File: config.mk
export PLATFORM = sky130hd
export DESIGN_NAME = llc_tag_store
export DESIGN_NICKNAME = d
export VERILOG_FILES = /design/src/rtl/llc_tag_pkg.sv /design/src/rtl/llc_tag_sram.sv /design/src/rtl/llc_tag_pattern_gen.sv /design/src/rtl/llc_evict_box.sv /design/src/rtl/llc_tag_store.sv
export SDC_FILE = /design/constraint.sdc
export NUM_CORES = 1
export LEC_CHECK = 0
export BUFFER_PORTS_ARGS = -buffer_cell sky130_fd_sc_hd__buf_2
export CORE_ASPECT_RATIO = 0.7
export CORE_MARGIN = 5
export CORE_UTILIZATION = 50
export DETAILED_ROUTE_END_ITERATION = 8
export PLACE_DENSITY = 0.77
export SETUP_SLACK_MARGIN = 0.15
export SLEW_MARGIN = 10
export SYNTH_ARGS = -nofsm -noshare
export SYNTH_HDL_FRONTEND = slang
export SYNTH_SLANG_ARGS = --single-unit
File: constraint.sdc
create_clock -name clk_i -period 5.6 [get_ports clk_i]
set_input_delay 0.84 -clock clk_i [delete_from_list [all_inputs] [get_ports clk_i]]
set_output_delay 0.84 -clock clk_i [all_outputs]
set_load 0.01 [all_outputs]
File: src/rtl/llc_tag_pkg.sv
// Shared definitions of the LLC tag store
// Request operation modes and the tag macro read latency
package llc_tag_pkg;

  // Operation carried by a tag store request
  // Lookup searches a set and installs on a miss
  // Flush clears one named way of a set
  // Bist runs the self test over all ways
  typedef enum logic [1:0] {
    Lookup = 2'd0,
    Flush  = 2'd1,
    Bist   = 2'd2
  } mode_e;

  // Read latency of a tag macro in cycles
  // Read data and its valid token come out this many edges after the read
  localparam int unsigned TagMacroLatency = 1;

endpackage

File: src/rtl/llc_tag_sram.sv
// Tag memory of one way
// Single port array with registered read data and a read-valid token
`timescale 1ns/1ps

module llc_tag_sram #(
  parameter int unsigned NumLines = 16,
  parameter int unsigned TagWidth = 8,
  localparam int unsigned IdxW = (NumLines > 1) ? $clog2(NumLines) : 1
) (
  input  logic                clk_i,
  input  logic                arst_n_i,
  input  logic                req_i,
  input  logic                we_i,
  input  logic [IdxW-1:0]     index_i,
  input  logic [TagWidth+1:0] wdata_i,
  output logic [TagWidth+1:0] rdata_o,
  output logic                rvalid_o
);

  localparam int unsigned Lat = llc_tag_pkg::TagMacroLatency;

  // Entry is valid, dirty, tag from the top
  logic [TagWidth+1:0]          mem_q [NumLines];
  logic [Lat-1:0][TagWidth+1:0] rdata_q;
  logic [Lat-1:0]               token_q;
  logic                         rd;

  assign rd = req_i & ~we_i;

  always_ff @(posedge clk_i) begin
    if (req_i && we_i) begin
      mem_q[index_i] <= wdata_i;
    end
  end

  // Data stages only move with their token, so read data holds between reads
  always_ff @(posedge clk_i) begin
    if (rd) begin
      rdata_q[0] <= mem_q[index_i];
    end
    for (int s = 1; s < Lat; s++) begin
      if (token_q[s-1]) begin
        rdata_q[s] <= rdata_q[s-1];
      end
    end
  end

  // One token per read, marks the data at the last stage
  always_ff @(posedge clk_i or negedge arst_n_i) begin
    if (!arst_n_i) begin
      token_q <= '0;
    end else begin
      token_q[0] <= rd;
      for (int s = 1; s < Lat; s++) begin
        token_q[s] <= token_q[s-1];
      end
    end
  end

  assign rdata_o  = rdata_q[Lat-1];
  assign rvalid_o = token_q[Lat-1];

endmodule

File: src/rtl/llc_tag_pattern_gen.sv
// BIST sequencer for the tag memories
// Writes a pattern, reads it back, clears all lines and collects per-way fail bits
`timescale 1ns/1ps

module llc_tag_pattern_gen #(
  parameter int unsigned NumWays  = 4,
  parameter int unsigned NumLines = 16,
  parameter int unsigned TagWidth = 8,
  localparam int unsigned IdxW = (NumLines > 1) ? $clog2(NumLines) : 1
) (
  input  logic                clk_i,
  input  logic                arst_n_i,
  input  logic                start_i,
  input  logic                rvalid_i,
  input  logic [NumWays-1:0]  fail_i,
  output logic                busy_o,
  output logic                req_o,
  output logic                we_o,
  output logic [IdxW-1:0]     index_o,
  output logic [TagWidth+1:0] pattern_o,
  output logic [NumWays-1:0]  bist_res_o,
  output logic                eoc_o
);

  localparam int unsigned Lat = llc_tag_pkg::TagMacroLatency;

  // Phases of the test
  localparam logic [2:0] PhIdle  = 3'd0;
  localparam logic [2:0] PhWrite = 3'd1;
  localparam logic [2:0] PhRead  = 3'd2;
  localparam logic [2:0] PhDrain = 3'd3;
  localparam logic [2:0] PhClear = 3'd4;

  logic [2:0]                   phase_q, phase_d;
  logic [IdxW-1:0]              idx_q, idx_d;
  logic                         last;
  logic                         eoc_q, eoc_d;
  logic [TagWidth-1:0]          pat_tag;
  logic [TagWidth+1:0]          wr_pattern;
  logic [Lat-1:0][TagWidth+1:0] exp_q;
  logic [NumWays-1:0]           fail_q;

  // Index bits repeated over the tag, inverted on odd lines
  always_comb begin
    for (int b = 0; b < TagWidth; b++) begin
      pat_tag[b] = idx_q[b % IdxW];
    end
    if (idx_q[0]) begin
      pat_tag = ~pat_tag;
    end
  end
  assign wr_pattern = {2'b11, pat_tag};

  assign last = (idx_q == IdxW'(NumLines - 1));

  always_comb begin
    phase_d = phase_q;
    idx_d   = idx_q + 1'b1;
    eoc_d   = 1'b0;
    case (phase_q)
      PhIdle: begin
        idx_d = '0;
        if (start_i) begin
          phase_d = PhWrite;
        end
      end
      PhWrite: begin
        if (last) begin
          phase_d = PhRead;
          idx_d   = '0;
        end
      end
      PhRead: begin
        if (last) begin
          phase_d = PhDrain;
          idx_d   = '0;
        end
      end
      // Wait for the last read data before the clear pass
      PhDrain: begin
        if (idx_q == IdxW'(Lat - 1)) begin
          phase_d = PhClear;
          idx_d   = '0;
        end
      end
      PhClear: begin
        if (last) begin
          phase_d = PhIdle;
          idx_d   = '0;
          eoc_d   = 1'b1;
        end
      end
      default: begin
        phase_d = PhIdle;
        idx_d   = '0;
      end
    endcase
  end

  always_ff @(posedge clk_i or negedge arst_n_i) begin
    if (!arst_n_i) begin
      phase_q <= PhIdle;
      idx_q   <= '0;
      eoc_q   <= 1'b0;
      fail_q  <= '0;
    end else begin
      phase_q <= phase_d;
      idx_q   <= idx_d;
      eoc_q   <= eoc_d;
      // Sticky fail bits, cleared when a new test starts
      if (start_i && (phase_q == PhIdle)) begin
        fail_q <= '0;
      end else if (rvalid_i) begin
        fail_q <= fail_q | fail_i;
      end
    end
  end

  // Expected pattern lined up with the read data
  always_ff @(posedge clk_i) begin
    exp_q[0] <= wr_pattern;
    for (int s = 1; s < Lat; s++) begin
      exp_q[s] <= exp_q[s-1];
    end
  end

  assign busy_o    = (phase_q != PhIdle);
  assign req_o     = (phase_q == PhWrite) | (phase_q == PhRead) | (phase_q == PhClear);
  assign we_o      = (phase_q == PhWrite) | (phase_q == PhClear);
  assign index_o   = idx_q;
  // Write data in write pass, expectation during read back, zeros when clearing
  assign pattern_o = (phase_q == PhWrite) ? wr_pattern :
                     ((phase_q == PhRead) || (phase_q == PhDrain)) ? exp_q[Lat-1] : '0;
  assign bist_res_o = fail_q;
  assign eoc_o      = eoc_q;

endmodule

File: src/rtl/llc_evict_box.sv
// Victim way selection for a lookup miss
// Free ways first, then round robin over the unlocked ways
`timescale 1ns/1ps

module llc_evict_box #(
  parameter int unsigned NumWays = 4
) (
  input  logic               clk_i,
  input  logic               arst_n_i,
  input  logic               req_i,
  input  logic [NumWays-1:0] tag_valid_i,
  input  logic [NumWays-1:0] tag_dirty_i,
  input  logic [NumWays-1:0] spm_lock_i,
  output logic [NumWays-1:0] way_o,
  output logic               evict_o,
  output logic               valid_o
);

  localparam int unsigned PtrW = (NumWays > 1) ? $clog2(NumWays) : 1;

  logic [PtrW-1:0]    ptr_q, ptr_d;
  logic [NumWays-1:0] free;
  logic [NumWays-1:0] victim;
  logic [NumWays-1:0] way_q;
  logic               evict_q;
  logic               valid_q;

  always_comb begin
    int unsigned j;
    logic        found;
    j      = 0;
    found  = 1'b0;
    victim = '0;
    ptr_d  = ptr_q;
    free   = ~tag_valid_i & ~spm_lock_i;
    if (|free) begin
      // Lowest empty unlocked way, pointer untouched
      for (int i = 0; i < NumWays; i++) begin
        if (free[i] && !found) begin
          victim[i] = 1'b1;
          found     = 1'b1;
        end
      end
    end else begin
      // Set is full, walk cyclically from the pointer
      for (int k = 0; k < NumWays; k++) begin
        j = (int'(ptr_q) + k) % NumWays;
        if (!spm_lock_i[j] && !found) begin
          victim[j] = 1'b1;
          found     = 1'b1;
          ptr_d     = PtrW'((j + 1) % NumWays);
        end
      end
    end
  end

  always_ff @(posedge clk_i or negedge arst_n_i) begin
    if (!arst_n_i) begin
      ptr_q   <= '0;
      valid_q <= 1'b0;
    end else begin
      valid_q <= req_i;
      if (req_i) begin
        ptr_q <= ptr_d;
      end
    end
  end

  // Choice holds until the next request
  always_ff @(posedge clk_i) begin
    if (req_i) begin
      way_q   <= victim;
      evict_q <= |(victim & tag_valid_i & tag_dirty_i);
    end
  end

  assign way_o   = way_q;
  assign evict_o = evict_q;
  assign valid_o = valid_q;

endmodule

File: src/rtl/llc_tag_store.sv
// Tag store of the last-level cache
// Request control, hit detection, response forming, write-back and BIST hookup
`timescale 1ns/1ps

module llc_tag_store #(
  parameter int unsigned NumWays  = 4,
  parameter int unsigned NumLines = 16,
  parameter int unsigned TagWidth = 8,
  localparam int unsigned IdxW = (NumLines > 1) ? $clog2(NumLines) : 1
) (
  input  logic               clk_i,
  input  logic               arst_n_i,
  input  llc_tag_pkg::mode_e req_mode_i,
  input  logic [IdxW-1:0]    req_index_i,
  input  logic [TagWidth-1:0] req_tag_i,
  input  logic [NumWays-1:0] req_way_i,
  input  logic               req_dirty_i,
  input  logic               req_valid_i,
  output logic               req_ready_o,
  output logic [NumWays-1:0] res_way_o,
  output logic               res_hit_o,
  output logic               res_evict_o,
  output logic [TagWidth-1:0] res_evict_tag_o,
  output logic               res_valid_o,
  input  logic               res_ready_i,
  input  logic [NumWays-1:0] spm_lock_i,
  output logic [NumWays-1:0] bist_res_o,
  output logic               bist_valid_o
);

  localparam int unsigned EntryW = TagWidth + 2;

  // Controller states
  localparam logic [2:0] StIdle = 3'd0;
  localparam logic [2:0] StRead = 3'd1;
  localparam logic [2:0] StLate = 3'd2;
  localparam logic [2:0] StResp = 3'd3;
  localparam logic [2:0] StBist = 3'd4;

  logic [2:0]         state_q, state_d;
  logic               load_req;

  // Held request
  llc_tag_pkg::mode_e req_mode_q;
  logic [IdxW-1:0]    req_index_q;
  logic [TagWidth-1:0] req_tag_q;
  logic [NumWays-1:0] req_way_q;
  logic               req_dirty_q;
  logic               is_flush_q;

  // Memory ports
  logic [NumWays-1:0]             ram_req;
  logic [NumWays-1:0]             ram_we;
  logic [IdxW-1:0]                ram_index;
  logic [EntryW-1:0]              ram_wdata;
  logic [NumWays-1:0][EntryW-1:0] ram_rdata;
  logic [NumWays-1:0]             ram_rvalid;

  // Per-way decode of the read data
  logic [NumWays-1:0] tag_val, tag_dit, tag_equ, hit;
  logic [NumWays-1:0] bist_fail;
  logic               hit_any;
  logic               need_wr;
  logic [EntryW-1:0]  old_entry;

  // Pattern generator
  logic               gen_start, gen_busy, gen_req, gen_we, gen_eoc;
  logic [IdxW-1:0]    gen_index;
  logic [EntryW-1:0]  gen_pattern;

  // Evict box
  logic               evict_req, evict_flag, evict_valid;
  logic [NumWays-1:0] evict_way;

  assign is_flush_q = (req_mode_q == llc_tag_pkg::Flush);
  assign hit_any    = |hit;
  // Hit on a clean line with a dirty request needs a write
  assign need_wr    = req_dirty_q & ~|(hit & tag_dit);

  always_comb begin
    state_d     = state_q;
    req_ready_o = 1'b0;
    load_req    = 1'b0;
    res_valid_o = 1'b0;
    ram_req     = '0;
    ram_we      = '0;
    ram_index   = req_index_q;
    ram_wdata   = '0;
    evict_req   = 1'b0;
    gen_start   = 1'b0;

    case (state_q)
      StIdle: begin
        req_ready_o = 1'b1;
        if (req_valid_i) begin
          load_req = 1'b1;
          if (req_mode_i == llc_tag_pkg::Bist) begin
            gen_start = 1'b1;
            state_d   = StBist;
          end else begin
            // Lookup reads all ways so the victim sees every valid bit
            ram_req   = (req_mode_i == llc_tag_pkg::Flush) ? req_way_i : '1;
            ram_index = req_index_i;
            state_d   = StRead;
          end
        end
      end
      StRead: begin
        if (|ram_rvalid) begin
          if (is_flush_q) begin
            state_d = StLate;
          end else if (hit_any) begin
            res_valid_o = 1'b1;
          end else begin
            evict_req = 1'b1;
            state_d   = StLate;
          end
        end
      end
      // Extra cycle for miss and flush, evict box answers here
      StLate: begin
        res_valid_o = is_flush_q | evict_valid;
      end
      StResp: begin
        res_valid_o = 1'b1;
      end
      StBist: begin
        if (gen_busy) begin
          ram_req   = {NumWays{gen_req}};
          ram_we    = {NumWays{gen_we}};
          ram_index = gen_index;
          ram_wdata = gen_pattern;
        end
        if (gen_eoc) begin
          state_d = StIdle;
        end
      end
      default: begin
        state_d = StIdle;
      end
    endcase

    // Write-back on response acceptance
    if (res_valid_o && res_ready_i) begin
      state_d = StIdle;
      if (is_flush_q) begin
        ram_req = req_way_q;
        ram_we  = req_way_q;
      end else if (hit_any) begin
        if (need_wr) begin
          ram_req   = hit;
          ram_we    = hit;
          ram_wdata = {2'b11, req_tag_q};
        end else if (req_valid_i && (req_mode_i == llc_tag_pkg::Lookup)) begin
          // Clean hit, next lookup starts its read right away
          req_ready_o = 1'b1;
          load_req    = 1'b1;
          ram_req     = '1;
          ram_index   = req_index_i;
          state_d     = StRead;
        end
      end else begin
        // Install the new tag into the victim
        ram_req   = evict_way;
        ram_we    = evict_way;
        ram_wdata = {1'b1, req_dirty_q, req_tag_q};
      end
    end else if (res_valid_o) begin
      state_d = StResp;
    end
  end

  always_ff @(posedge clk_i or negedge arst_n_i) begin
    if (!arst_n_i) begin
      state_q <= StIdle;
    end else begin
      state_q <= state_d;
    end
  end

  always_ff @(posedge clk_i) begin
    if (load_req) begin
      req_mode_q  <= req_mode_i;
      req_index_q <= req_index_i;
      req_tag_q   <= req_tag_i;
      req_way_q   <= req_way_i;
      req_dirty_q <= req_dirty_i;
    end
  end

  for (genvar i = 0; i < NumWays; i++) begin : gen_ways
    llc_tag_sram #(
      .NumLines ( NumLines ),
      .TagWidth ( TagWidth )
    ) i_tag_sram (
      .clk_i    ( clk_i         ),
      .arst_n_i ( arst_n_i      ),
      .req_i    ( ram_req[i]    ),
      .we_i     ( ram_we[i]     ),
      .index_i  ( ram_index     ),
      .wdata_i  ( ram_wdata     ),
      .rdata_o  ( ram_rdata[i]  ),
      .rvalid_o ( ram_rvalid[i] )
    );

    assign tag_val[i]   = ram_rdata[i][EntryW-1];
    assign tag_dit[i]   = ram_rdata[i][EntryW-2];
    assign tag_equ[i]   = (ram_rdata[i][TagWidth-1:0] == req_tag_q);
    // Only searched ways can hit
    assign hit[i]       = req_way_q[i] & tag_val[i] & tag_equ[i];
    // Whole entry against the delayed BIST pattern
    assign bist_fail[i] = (ram_rdata[i] != gen_pattern);
  end

  // Response payload, held with the read data and the evict choice
  always_comb begin
    if (is_flush_q) begin
      res_way_o = req_way_q;
    end else begin
      res_way_o = hit_any ? hit : evict_way;
    end
    old_entry = '0;
    for (int i = 0; i < NumWays; i++) begin
      if (res_way_o[i]) begin
        old_entry = old_entry | ram_rdata[i];
      end
    end
    res_hit_o = ~is_flush_q & hit_any;
    if (is_flush_q) begin
      res_evict_o = old_entry[EntryW-1] & old_entry[EntryW-2];
    end else begin
      res_evict_o = ~hit_any & evict_flag;
    end
    res_evict_tag_o = res_hit_o ? '0 : old_entry[TagWidth-1:0];
  end

  llc_tag_pattern_gen #(
    .NumWays  ( NumWays  ),
    .NumLines ( NumLines ),
    .TagWidth ( TagWidth )
  ) i_pattern_gen (
    .clk_i      ( clk_i       ),
    .arst_n_i   ( arst_n_i    ),
    .start_i    ( gen_start   ),
    .rvalid_i   ( |ram_rvalid ),
    .fail_i     ( bist_fail   ),
    .busy_o     ( gen_busy    ),
    .req_o      ( gen_req     ),
    .we_o       ( gen_we      ),
    .index_o    ( gen_index   ),
    .pattern_o  ( gen_pattern ),
    .bist_res_o ( bist_res_o  ),
    .eoc_o      ( gen_eoc     )
  );

  assign bist_valid_o = gen_eoc;

  llc_evict_box #(
    .NumWays ( NumWays )
  ) i_evict_box (
    .clk_i       ( clk_i       ),
    .arst_n_i    ( arst_n_i    ),
    .req_i       ( evict_req   ),
    .tag_valid_i ( tag_val     ),
    .tag_dirty_i ( tag_dit     ),
    .spm_lock_i  ( spm_lock_i  ),
    .way_o       ( evict_way   ),
    .evict_o     ( evict_flag  ),
    .valid_o     ( evict_valid )
  );

endmodule

==> results_tabular.tex, run 1 <==
\begin{tabular}{lr}
\hline
Metric & Value \\
\hline
\multicolumn{2}{l}{\textbf{Status}} \\
\quad Outcome & finished, final reports clean \\
\multicolumn{2}{l}{\textbf{Power and ir drop}} \\
\quad Total power consumption of the routed design & 16.4 mW \\
\quad Power per cell area & 494 mW/mm2 \\
\quad Reg power frac & 44.5\% \\
\quad Switching portion of total power & 34.1\% \\
\quad Internal Dissipation & 10.8 mW \\
\quad Total net switching power & 5.59 mW \\
\quad LEAKAGE & 11.9 nW \\
\quad Power share of the combinational group & 30.4\% \\
\quad Part of the power in the clock network & 25.0\% \\
\quad Peak VDD IR & 0.360 mV \\
\multicolumn{2}{l}{\textbf{Logic synthesis}} \\
\quad Mean area per synthesized cell & 16.2 um2 \\
\quad Most used DFF post-synth & edfxtp\_1 \\
\quad Share of synthesized flip-flops with an asynchronous set or reset & 3.02\% \\
\quad Post-synthesis cell type count & 67 \\
\quad Flip-flop and latch count after synthesis & 729 \\
\quad Sequential cell area fraction in the yosys report & 72.8\% \\
\quad Post-synth EDFFs & 704 \\
\quad Net count of the mapped netlist & 1880 \\
\quad Cells after Synth & 1847 \\
\quad Total number of yosys warnings & 0 \\
\quad Total standard cell area after synthesis & 0.0299 mm2 \\
\multicolumn{2}{l}{\textbf{Worst setup path}} \\
\quad Start point of the critical path & req\_tag\_q[5]\$\_DFFE\_PP\_ \\
\quad Path type of the worst setup path & reg2reg \\
\quad RR Startpoint & req\_tag\_q[5]\$\_DFFE\_PP\_ \\
\quad Setup crit end kind & register \\
\quad Sort of element at the start of the critical path & register \\
\quad CP required & 5.96 ns \\
\quad Critical-path maximum fanout & 60 \\
\quad Crit path arrival time & 5.16 ns \\
\multicolumn{2}{l}{\textbf{Placed design}} \\
\quad Dpl cell area & 0.0313 mm2 \\
\quad Number of cells in the design after placement & 2686 \\
\quad \# port buffers & 47 \\
\quad Post-placement setup slack & 0.773 ns \\
\quad Estimated wirelength of the detail-placed design & 47300 um \\
\quad RePlAce Congestion & 0.974 \\
\multicolumn{2}{l}{\textbf{Timing}} \\
\quad Hold violation total from the final report & 0 \\
\quad Slew Viols, Final & 0 \\
\quad Setup repair after global routing missed its margin & false \\
\quad Final setup violation count & 0 \\
\quad Setup slack of the critical path after layout & 0.802 ns \\
\quad FMAX & 208 MHz \\
\quad Transition time of the tightest slew-check pin & 1.26 ns \\
\quad Share of the clock period used by the worst path after layout & 85.7\% \\
\quad Worst setup skew after layout & 0.0300 ns \\
\quad Sum of negative setup slack & 0 ns \\
\quad Max transition margin & 15.9\% \\
\quad Tmin final & 4.80 ns \\
\quad Worst hold margin & 0.220 ns \\
\multicolumn{2}{l}{\textbf{Global route}} \\
\quad Pin count of the biggest net entering global routing & 69 \\
\quad Overflow after GRT & 0 \\
\quad GRT Overall Usage & 21.8\% \\
\quad Antenna violations before repair & 4 \\
\quad Number of global-route vias before repair & 16.6k \\
\quad First-pass GRT wire length & 107000 um \\
\multicolumn{2}{l}{\textbf{CTS}} \\
\quad Count of hold buffers inserted by post-cts repair & 0 \\
\quad Sinks on the clock net & 729 \\
\quad Clock transition at the registers of the reported paths & 0.07 ns \\
\quad H-tree lvl count & 2 \\
\quad TritonCTS clock tree & yes \\
\quad Total clock buffers created by CTS & 61 \\
\quad Quantity of gates resized following cts & 0 \\
\quad Buffers inserted by post-CTS timing repair & 0 \\
\quad Clock buffer depth & 3 \\
\quad Skew-Pair Late Insertion Delay & 0.62 ns \\
\quad Clock tree root driver cell & clkbuf\_16 \\
\multicolumn{2}{l}{\textbf{Finish}} \\
\quad Cell area after layout & 0.0332 mm2 \\
\quad Fraction of final layout cells sized beyond drive strength 1 & 12.6\% \\
\quad Filler Cell Count & 4438 \\
\quad Area grow syn2layout & 11.1\% \\
\quad Final non-filler cell total & 2796 \\
\quad Fin nets & 1974 \\
\quad Layout Utilization & 55.7\% \\
\multicolumn{2}{l}{\textbf{Routing}} \\
\quad Vias/cell & 6.15 \\
\quad Initial DRT Pass Iterations & 6 \\
\quad Detailed router's first-iteration violation count & 2169 \\
\quad ANT nets after route & 0 \\
\quad Total routed wirelength & 72400 um \\
\quad Drt drc & 0 \\
\quad Wire length per cell & 25.9 um \\
\quad Total vias in the final route & 17.2k \\
\multicolumn{2}{l}{\textbf{Die}} \\
\quad Core footprint & 0.0596 mm2 \\
\quad Starting density of the core & 50.2\% \\
\quad IO Pins & 48 \\
\quad Die Height & 215 um \\
\quad Number of rows created at floorplan & 75 \\
\quad Chip Width & 302 um \\
\quad Die area & 0.0649 mm2 \\
\multicolumn{2}{l}{\textbf{Worst hold path}} \\
\quad Type of the tightest min-delay check & in2async \\
\multicolumn{2}{l}{\textbf{Flow run}} \\
\quad Number of max-capacitance violations reported & 0 \\
\hline
\end{tabular}
cells in the final DEF (no fill, tap or decap), types with 4 or more instances in the layout:
cell type / netlist / layout
a211oi_1: 4 / 4
a21oi_1: 30 / 29
a222oi_1: 10 / 10
a22o_2: 0 / 6
a22oi_1: 8 / 8
and2_1: 9 / 7
and3_1: 15 / 15
buf_12: 0 / 4
buf_2: 29 / 47
buf_4: 31 / 77
bufinv_16: 0 / 4
clkbuf_1: 33 / 8
clkbuf_16: 0 / 63
clkinv_1: 0 / 12
clkinv_2: 0 / 15
clkinvlp_4: 0 / 4
dfrtp_1: 22 / 22
edfxtp_1: 704 / 704
ha_1: 6 / 6
inv_1: 14 / 14
mux2i_1: 324 / 323
nand2_1: 67 / 67
nand2b_1: 7 / 7
nand3_1: 21 / 21
nand4_1: 11 / 11
nor2_1: 116 / 116
nor2b_1: 4 / 4
nor3_1: 21 / 21
o21a_1: 9 / 9
o21ai_0: 20 / 20
o21ai_1: 4 / 4
o221ai_1: 44 / 44
o22a_1: 40 / 40
o22ai_1: 88 / 88
or2_2: 4 / 4
or3_1: 49 / 49
xnor2_1: 6 / 6
xor2_1: 31 / 31
state kept, by name, summed over array words and instances, names as in the netlist:
| register | flops |
|---|---|
| req_dirty_q | 1 |
| i_pattern_gen.exp_q | 3 |
| i_evict_box.evict_o | 1 |
| req_way_q | 4 |
| i_evict_box.way_o | 4 |
| i_evict_box.valid_o | 1 |
| req_index_q | 4 |
| i_pattern_gen.index_o | 4 |
| gen_ways.i_tag_sram.rvalid_o | 4 |
| i_pattern_gen.eoc_o | 1 |
| gen_ways.i_tag_sram.rdata_o | 40 |
| req_tag_q | 8 |
| state_q | 3 |
| i_pattern_gen.bist_res_o | 4 |
| i_evict_box.ptr_q | 2 |
| req_mode_q | 2 |
| gen_ways.i_tag_sram.mem_q | 640 |
| i_pattern_gen.phase_q | 3 |
cell usage after synthesis, types with 5 or more instances:
cell | n | area (um2)
clkbuf_1 | 33 | 124
dfrtp_1 | 22 | 551
nor3_1 | 21 | 105
o21ai_0 | 20 | 100
ha_1 | 6 | 75.1
nand2_1 | 67 | 251
a22o_1 | 7 | 61.3
o221ai_1 | 44 | 385
nand3_1 | 21 | 105
o22a_1 | 40 | 350
buf_4 | 31 | 233
a222oi_1 | 10 | 100
buf_2 | 29 | 145
nand2b_1 | 7 | 43.8
edfxtp_1 | 704 | 21100
nand4_1 | 11 | 68.8
and3_1 | 15 | 93.8
nor2_1 | 116 | 435
xnor2_1 | 6 | 52.6
or3_1 | 49 | 307
mux2i_1 | 324 | 3240
and2_1 | 9 | 56.3
o21a_1 | 9 | 67.6
xor2_1 | 31 | 272
a22oi_1 | 8 | 60.1
o22ai_1 | 88 | 551
a31oi_1 | 5 | 31.3
a21oi_1 | 30 | 150
inv_1 | 14 | 52.6
power by group through the flow:
stage | Sequential [mW] | Clock (mW) | Combinational, mW
2_1_floorplan | 7.06 | 0 | 3.45
3_3_place_gp | 7.36 | 0 | 4.77
3_5_place_dp | 7.37 | 0 | 4.90
4_1_cts | 7.26 | 4.14 | 4.91
5_1_grt | 7.31 | 4.38 | 5.28
6_report | 7.30 | 4.10 | 4.99
cell type report:
| type | count | area, um2 | area share, % |
|---|---|---|---|
| Sequential cell | 729 | 21800 | 65.5 |
| Timing Repair Buffer | 129 | 905 | 2.72 |
| Antenna cell | 1 | 2.50 | 0.00754 |
| Clock buffer | 71 | 1610 | 4.84 |
| Multi-Input combinational cell | 1005 | 7570 | 22.8 |
| Tap cell | 808 | 1010 | 3.05 |
| Clock inverter | 38 | 297 | 0.893 |
| Inverter | 15 | 56.3 | 0.170 |
logic make-up after synthesis:
kind of cell / share of synthesized area (%)
compound gates: 7.38
mux: 11.1
xor+xnor: 1.08
fa+ha+maj: 0.251
buf+inv: 2.04
simple gates: 5.40
flops: 72.8
final timing paths:
| check | slack, ns | to | depth (start not counted) |
|---|---|---|---|
| worst min register to register | 0.49 | i_pattern_gen.bist_res_o[2]$_DFFE_PN0P_ | 1 |
| min in group clk_i | 0.40 | req_tag_q[3]$_DFFE_PP_ | 1 |
| worst min-delay path | 0.22 | i_pattern_gen.bist_res_o[2]$_DFFE_PN0P_ | 1 |
| worst max-delay path | 0.80 | gen_ways[2].i_tag_sram.rdata_o[8]$_DFFE_PP_ | 12 |
| worst max register to register | 0.80 | gen_ways[2].i_tag_sram.rdata_o[8]$_DFFE_PP_ | 12 |
| max in group asynchronous | 4.97 | i_evict_box.ptr_q[1]$_DFFE_PN0P_ | 1 |
critical path, stage by stage (launching register included):
cell and delay [ns]:
edfxtp_1 0.55, xor2_1 0.22, nor4bb_1 0.30, nand4_1 0.23
o221ai_2 0.43, o211ai_2 0.25, mux2i_4 0.70, buf_12 0.42
buf_12 0.40, mux2i_1 0.28, o22a_1 0.18, o221ai_1 0.10
or3_1 0.32
metal layers:
metal  routed length (um)  share of wire (%)  global-route usage, %
met3                 7590                 10                   4.75
met2                31400                 43                   31.5
met1                31700                 44                   34.1
met4                 1700                2.4                   4.95
met5                   27              0.037                      0
No activity file was read; power rests on OpenSTA's default activity.
==> run 2, diff against run 1 <==
--- a/config.mk
+++ b/config.mk
@@ -5,6 +5,7 @@
 export SDC_FILE = /design/constraint.sdc
 export NUM_CORES = 1
 export LEC_CHECK = 0
+export ABC_AREA = 1
 export BUFFER_PORTS_ARGS = -buffer_cell sky130_fd_sc_hd__buf_2
 export CORE_ASPECT_RATIO = 0.7
 export CORE_MARGIN = 5
==> run 2 against run 1 <==
Via count up 46%. Highest routed layer unchanged. Die area rose by 11%. Clock-buffer cell count increased by 16. Cell area increased by 11%. First-iteration DRC count increased by 78%. Largest cell class unchanged.
==> results_tabular.tex, run 2 <==
\begin{tabular}{lr}
\hline
Metric & Value \\
\hline
\multicolumn{2}{l}{\textbf{Timing}} \\
\quad Tmin final & 5.25 ns (was 4.80 ns) \\
\quad Setup repair after global routing missed its margin & false (unchanged) \\
\quad Max transition margin & 22.2\% (was 15.9\%) \\
\quad Transition time of the tightest slew-check pin & 1.17 ns (was 1.26 ns) \\
\quad FMAX & 190 MHz (was 208 MHz) \\
\quad Worst setup skew after layout & 0.0284 ns (was 0.0300 ns) \\
\quad Hold violation total from the final report & 0 (unchanged) \\
\quad Slew Viols, Final & 0 (unchanged) \\
\quad Share of the clock period used by the worst path after layout & 93.8\% (was 85.7\%) \\
\quad Sum of negative setup slack & 0 ns (unchanged) \\
\quad Final setup violation count & 0 (unchanged) \\
\multicolumn{2}{l}{\textbf{Finish}} \\
\quad Fraction of final layout cells sized beyond drive strength 1 & 7.90\% (was 12.6\%) \\
\quad Most frequent cells in the layout & nand2\_1, edfxtp\_1, nand3\_1 (was edfxtp\_1, mux2i\_1, nor2\_1) \\
\quad Most common cell after layout, fill and taps aside & nand2\_1 (was edfxtp\_1) \\
\quad Fin nets & 3537 (was 1974) \\
\quad Number of flip-flops in the largest register & 640 (unchanged) \\
\quad Final non-filler cell total & 4447 (was 2796) \\
\quad Area grow syn2layout & 10.9\% (was 11.1\%) \\
\quad Register ranked first by flip-flop count & gen\_ways.i\_tag\_sram.mem\_q (unchanged) \\
\quad Diode insertion count for antenna repair & 0 (was 1) \\
\multicolumn{2}{l}{\textbf{Logic synthesis}} \\
\quad Mean area per synthesized cell & 9.61 um2 (was 16.2 um2) \\
\quad Post-synthesis cell type count & 51 (was 67) \\
\quad Flip-flop and latch count after synthesis & 729 (unchanged) \\
\quad Sequential cell area fraction in the yosys report & 65.4\% (was 72.8\%) \\
\quad Total standard cell area after synthesis & 0.0333 mm2 (was 0.0299 mm2) \\
\quad Cells after Synth & 3461 (was 1847) \\
\quad Cell type with the highest aggregate area in the netlist & edfxtp\_1 (unchanged) \\
\quad Dominant cells by area after synthesis & edfxtp\_1, nand2\_1, nand3\_1 (was edfxtp\_1, mux2i\_1, dfrtp\_1) \\
\quad Most used DFF post-synth & edfxtp\_1 (unchanged) \\
\quad Top-count cell post-synth & nand2\_1 (was edfxtp\_1) \\
\quad Area share of the largest cell type after synthesis & 63.5\% (was 70.7\%) \\
\quad Net count of the mapped netlist & 3494 (was 1880) \\
\quad Share of synthesized flip-flops with an asynchronous set or reset & 3.02\% (unchanged) \\
\quad Post-synth EDFFs & 704 (unchanged) \\
\quad Total number of yosys warnings & 0 (unchanged) \\
\quad Synth top cells by count & nand2\_1, edfxtp\_1, nand3\_1, inv\_1, nor2\_1 (was edfxtp\_1, mux2i\_1, nor2\_1, o22ai\_1, nand2\_1) \\
\multicolumn{2}{l}{\textbf{Worst setup path}} \\
\quad Worst reg-to-reg path cell count & 16 (was 12) \\
\quad Critical-path maximum fanout & 10 (was 60) \\
\quad Setup crit end kind & output port (was register) \\
\quad RR Startpoint & gen\_ways[2].i\_tag\_sram.rdata\_o[4]\$\_DFFE\_PP\_ (was req\_tag\_q[5]\$\_DFFE\_PP\_) \\
\quad CP required & 4.76 ns (was 5.96 ns) \\
\quad Sort of element at the start of the critical path & register (unchanged) \\
\quad Crit path arrival time & 4.41 ns (was 5.16 ns) \\
\quad Worst setup slack for register-to-register paths & 0.49 ns (was 0.80 ns) \\
\quad Terminus of the critical flop-to-flop path & gen\_ways[0].i\_tag\_sram.mem\_q[9][8]\$\_DFFE\_PP\_ (was gen\_ways[2].i\_tag\_sram.rdata\_o[8]\$\_DFFE\_PP\_) \\
\quad Path type of the worst setup path & reg2out (was reg2reg) \\
\multicolumn{2}{l}{\textbf{Routing}} \\
\quad Vias/cell & 5.66 (was 6.15) \\
\quad Drt drc & 0 (unchanged) \\
\quad Wire length per cell & 21.0 um (was 25.9 um) \\
\quad Detailed router's first-iteration violation count & 3860 (was 2169) \\
\quad Total vias in the final route & 25.2k (was 17.2k) \\
\quad ANT nets after route & 0 (unchanged) \\
\quad Total routed wirelength & 93400 um (was 72400 um) \\
\quad Initial DRT Pass Iterations & 6 (unchanged) \\
\multicolumn{2}{l}{\textbf{Worst hold path}} \\
\quad Type of the tightest min-delay check & in2async (unchanged) \\
\multicolumn{2}{l}{\textbf{CTS}} \\
\quad Sinks on the clock net & 729 (unchanged) \\
\quad Clock transition at the registers of the reported paths & 0.06 ns (was 0.07 ns) \\
\quad Clock tree root driver cell & clkbuf\_16 (unchanged) \\
\quad H-tree lvl count & 3 (was 2) \\
\quad Quantity of gates resized following cts & 0 (unchanged) \\
\quad Count of hold buffers inserted by post-cts repair & 0 (unchanged) \\
\quad Skew-Pair Late Insertion Delay & 0.62 ns (about the same) \\
\quad TritonCTS clock tree & yes (unchanged) \\
\quad Buffers inserted by post-CTS timing repair & 0 (unchanged) \\
\quad Total clock buffers created by CTS & 67 (was 61) \\
\quad Clock buffer depth & 3 (unchanged) \\
\multicolumn{2}{l}{\textbf{Die}} \\
\quad Chip Width & 318 um (was 302 um) \\
\quad Die area & 0.0719 mm2 (was 0.0649 mm2) \\
\quad Number of rows created at floorplan & 79 (was 75) \\
\quad Core footprint & 0.0662 mm2 (was 0.0596 mm2) \\
\quad Starting density of the core & 50.2\% (about the same) \\
\quad Die Height & 226 um (was 215 um) \\
\quad IO Pins & 48 (unchanged) \\
\multicolumn{2}{l}{\textbf{Flow run}} \\
\quad Number of max-capacitance violations reported & 0 (unchanged) \\
\multicolumn{2}{l}{\textbf{Placed design}} \\
\quad Number of cells in the design after placement & 4326 (was 2686) \\
\quad Estimated wirelength of the detail-placed design & 57400 um (was 47300 um) \\
\quad RePlAce Congestion & 1.06 (was 0.974) \\
\quad \# port buffers & 47 (unchanged) \\
\multicolumn{2}{l}{\textbf{Global route}} \\
\quad First-pass GRT wire length & 141000 um (was 107000 um) \\
\quad GRT Overall Usage & 25.4\% (was 21.8\%) \\
\quad Overflow after GRT & 0 (unchanged) \\
\quad Pin count of the biggest net entering global routing & 200 (was 69) \\
\quad Antenna violations before repair & 1 (was 4) \\
\quad Number of global-route vias before repair & 23.1k (was 16.6k) \\
\multicolumn{2}{l}{\textbf{Power and ir drop}} \\
\quad LEAKAGE & 16.3 nW (was 11.9 nW) \\
\quad Peak VDD IR & 0.434 mV (was 0.360 mV) \\
\quad Power per cell area & 490 mW/mm2 (was 494 mW/mm2) \\
\multicolumn{2}{l}{\textbf{Status}} \\
\quad Outcome & finished, final reports clean (unchanged) \\
\hline
\end{tabular}
[run 2: cell types whose count changed after synthesis, moves of 52 or more]
cell     change
nor2_1      +52
buf_2       +52
nand2_1   +1546
inv_1      +173
mux2i_1    -324
o22ai_1     -85
nand3_1    +339
[run 2: kinds of logic (layout without fill, tap and decap cells)]
logic type | after synthesis | after routing | synth area share [%]
and+or+nand+nor | 2199 | 2199 | 26.7
DFF | 729 | 729 | 65.4
buffers and inverters | 369 | 464 | 4.83
AOI/OAI and AO/OA | 149 | 149 | 2.65
xor gates and xnor gates | 9 | 9 | 0.260
adders and majority gates | 6 | 6 | 0.226
[run 2: worst max-delay path, cell delays in order (launching register included)]
cell and delay [ns]:
edfxtp_1 0.72, inv_1 0.09, nand2_1 0.12, nand2_1 0.10
nor2_1 0.12, nand3_1 0.11, nor2_2 0.22, nor2_1 0.10
nand2_2 0.14, nand2_1 0.15, inv_1 0.32, o21ai_0 0.33
nand2_1 0.20, clkinv_1 0.31, a221oi_1 0.55, nor2_1 0.06
buf_2 0.16
[run 2: final cells by class]
class | count | area [um2]
fill | 5563 | 29300
sequential | 729 | 21800
multi-input combinational | 2363 | 10100
clock buffer | 87 | 1840
tap | 891 | 1110
timing repair buffer | 138 | 968
inverter | 205 | 772
clock inverter | 34 | 379
[run 2: worst max-delay path by stage]
stage                                                     start                                      endpoint  slack, ns  depth (start not counted)
floorplan                                req_tag_q[7]$_DFFE_PP_  gen_ways[0].i_tag_sram.mem_q[0][1]$_DFFE_PP_       0.55                         13
global placement    gen_ways[2].i_tag_sram.rdata_o[4]$_DFFE_PP_  gen_ways[0].i_tag_sram.mem_q[9][1]$_DFFE_PP_       0.63                         16
detailed placement                       req_tag_q[3]$_DFFE_PP_   gen_ways[2].i_tag_sram.rdata_o[3]$_DFFE_PP_       0.73                         21
CTS                                      req_tag_q[3]$_DFFE_PP_                            res_evict_tag_o[3]       0.62                         17
global route        gen_ways[2].i_tag_sram.rdata_o[4]$_DFFE_PP_  gen_ways[0].i_tag_sram.mem_q[9][3]$_DFFE_PP_       0.21                         16
finish              gen_ways[0].i_tag_sram.rdata_o[5]$_DFFE_PP_                            res_evict_tag_o[2]       0.35                         16
[run 2: power breakdown]
| group | leakage [nW] | internal [mW] | switching (mW) |
|---|---|---|---|
| Combinational | 7.50 | 1.38 | 4.87 |
| Clock | 1.09 | 2.66 | 2.02 |
| Sequential | 7.74 | 6.65 | 0.478 |
| Total | 16.3 | 10.7 | 7.37 |
[run 2: layer usage]
metal | track usage (%) | wire [um]
met5 | 0 | 13
met4 | 6.02 | 2130
met3 | 8.69 | 13800
met2 | 34.7 | 37800
met1 | 39.2 | 39700
[run 2: metrics by stage]
step	hold slack (ns)	area (um2)	worst slack (ns)	power (mW)	util, %
6_report	0.237	36900	0.349	18.1	55.7
5_1_grt	0.264	36900	0.209	18.8	55.7
4_1_cts	0.226	36900	0.615	17.9	55.7
3_5_place_dp	0.509	34700	0.725	13.2	52.3
3_3_place_gp	0.505	34700	0.629	13.2	52.3
2_1_floorplan	0.477	33300	0.548	11.0	-
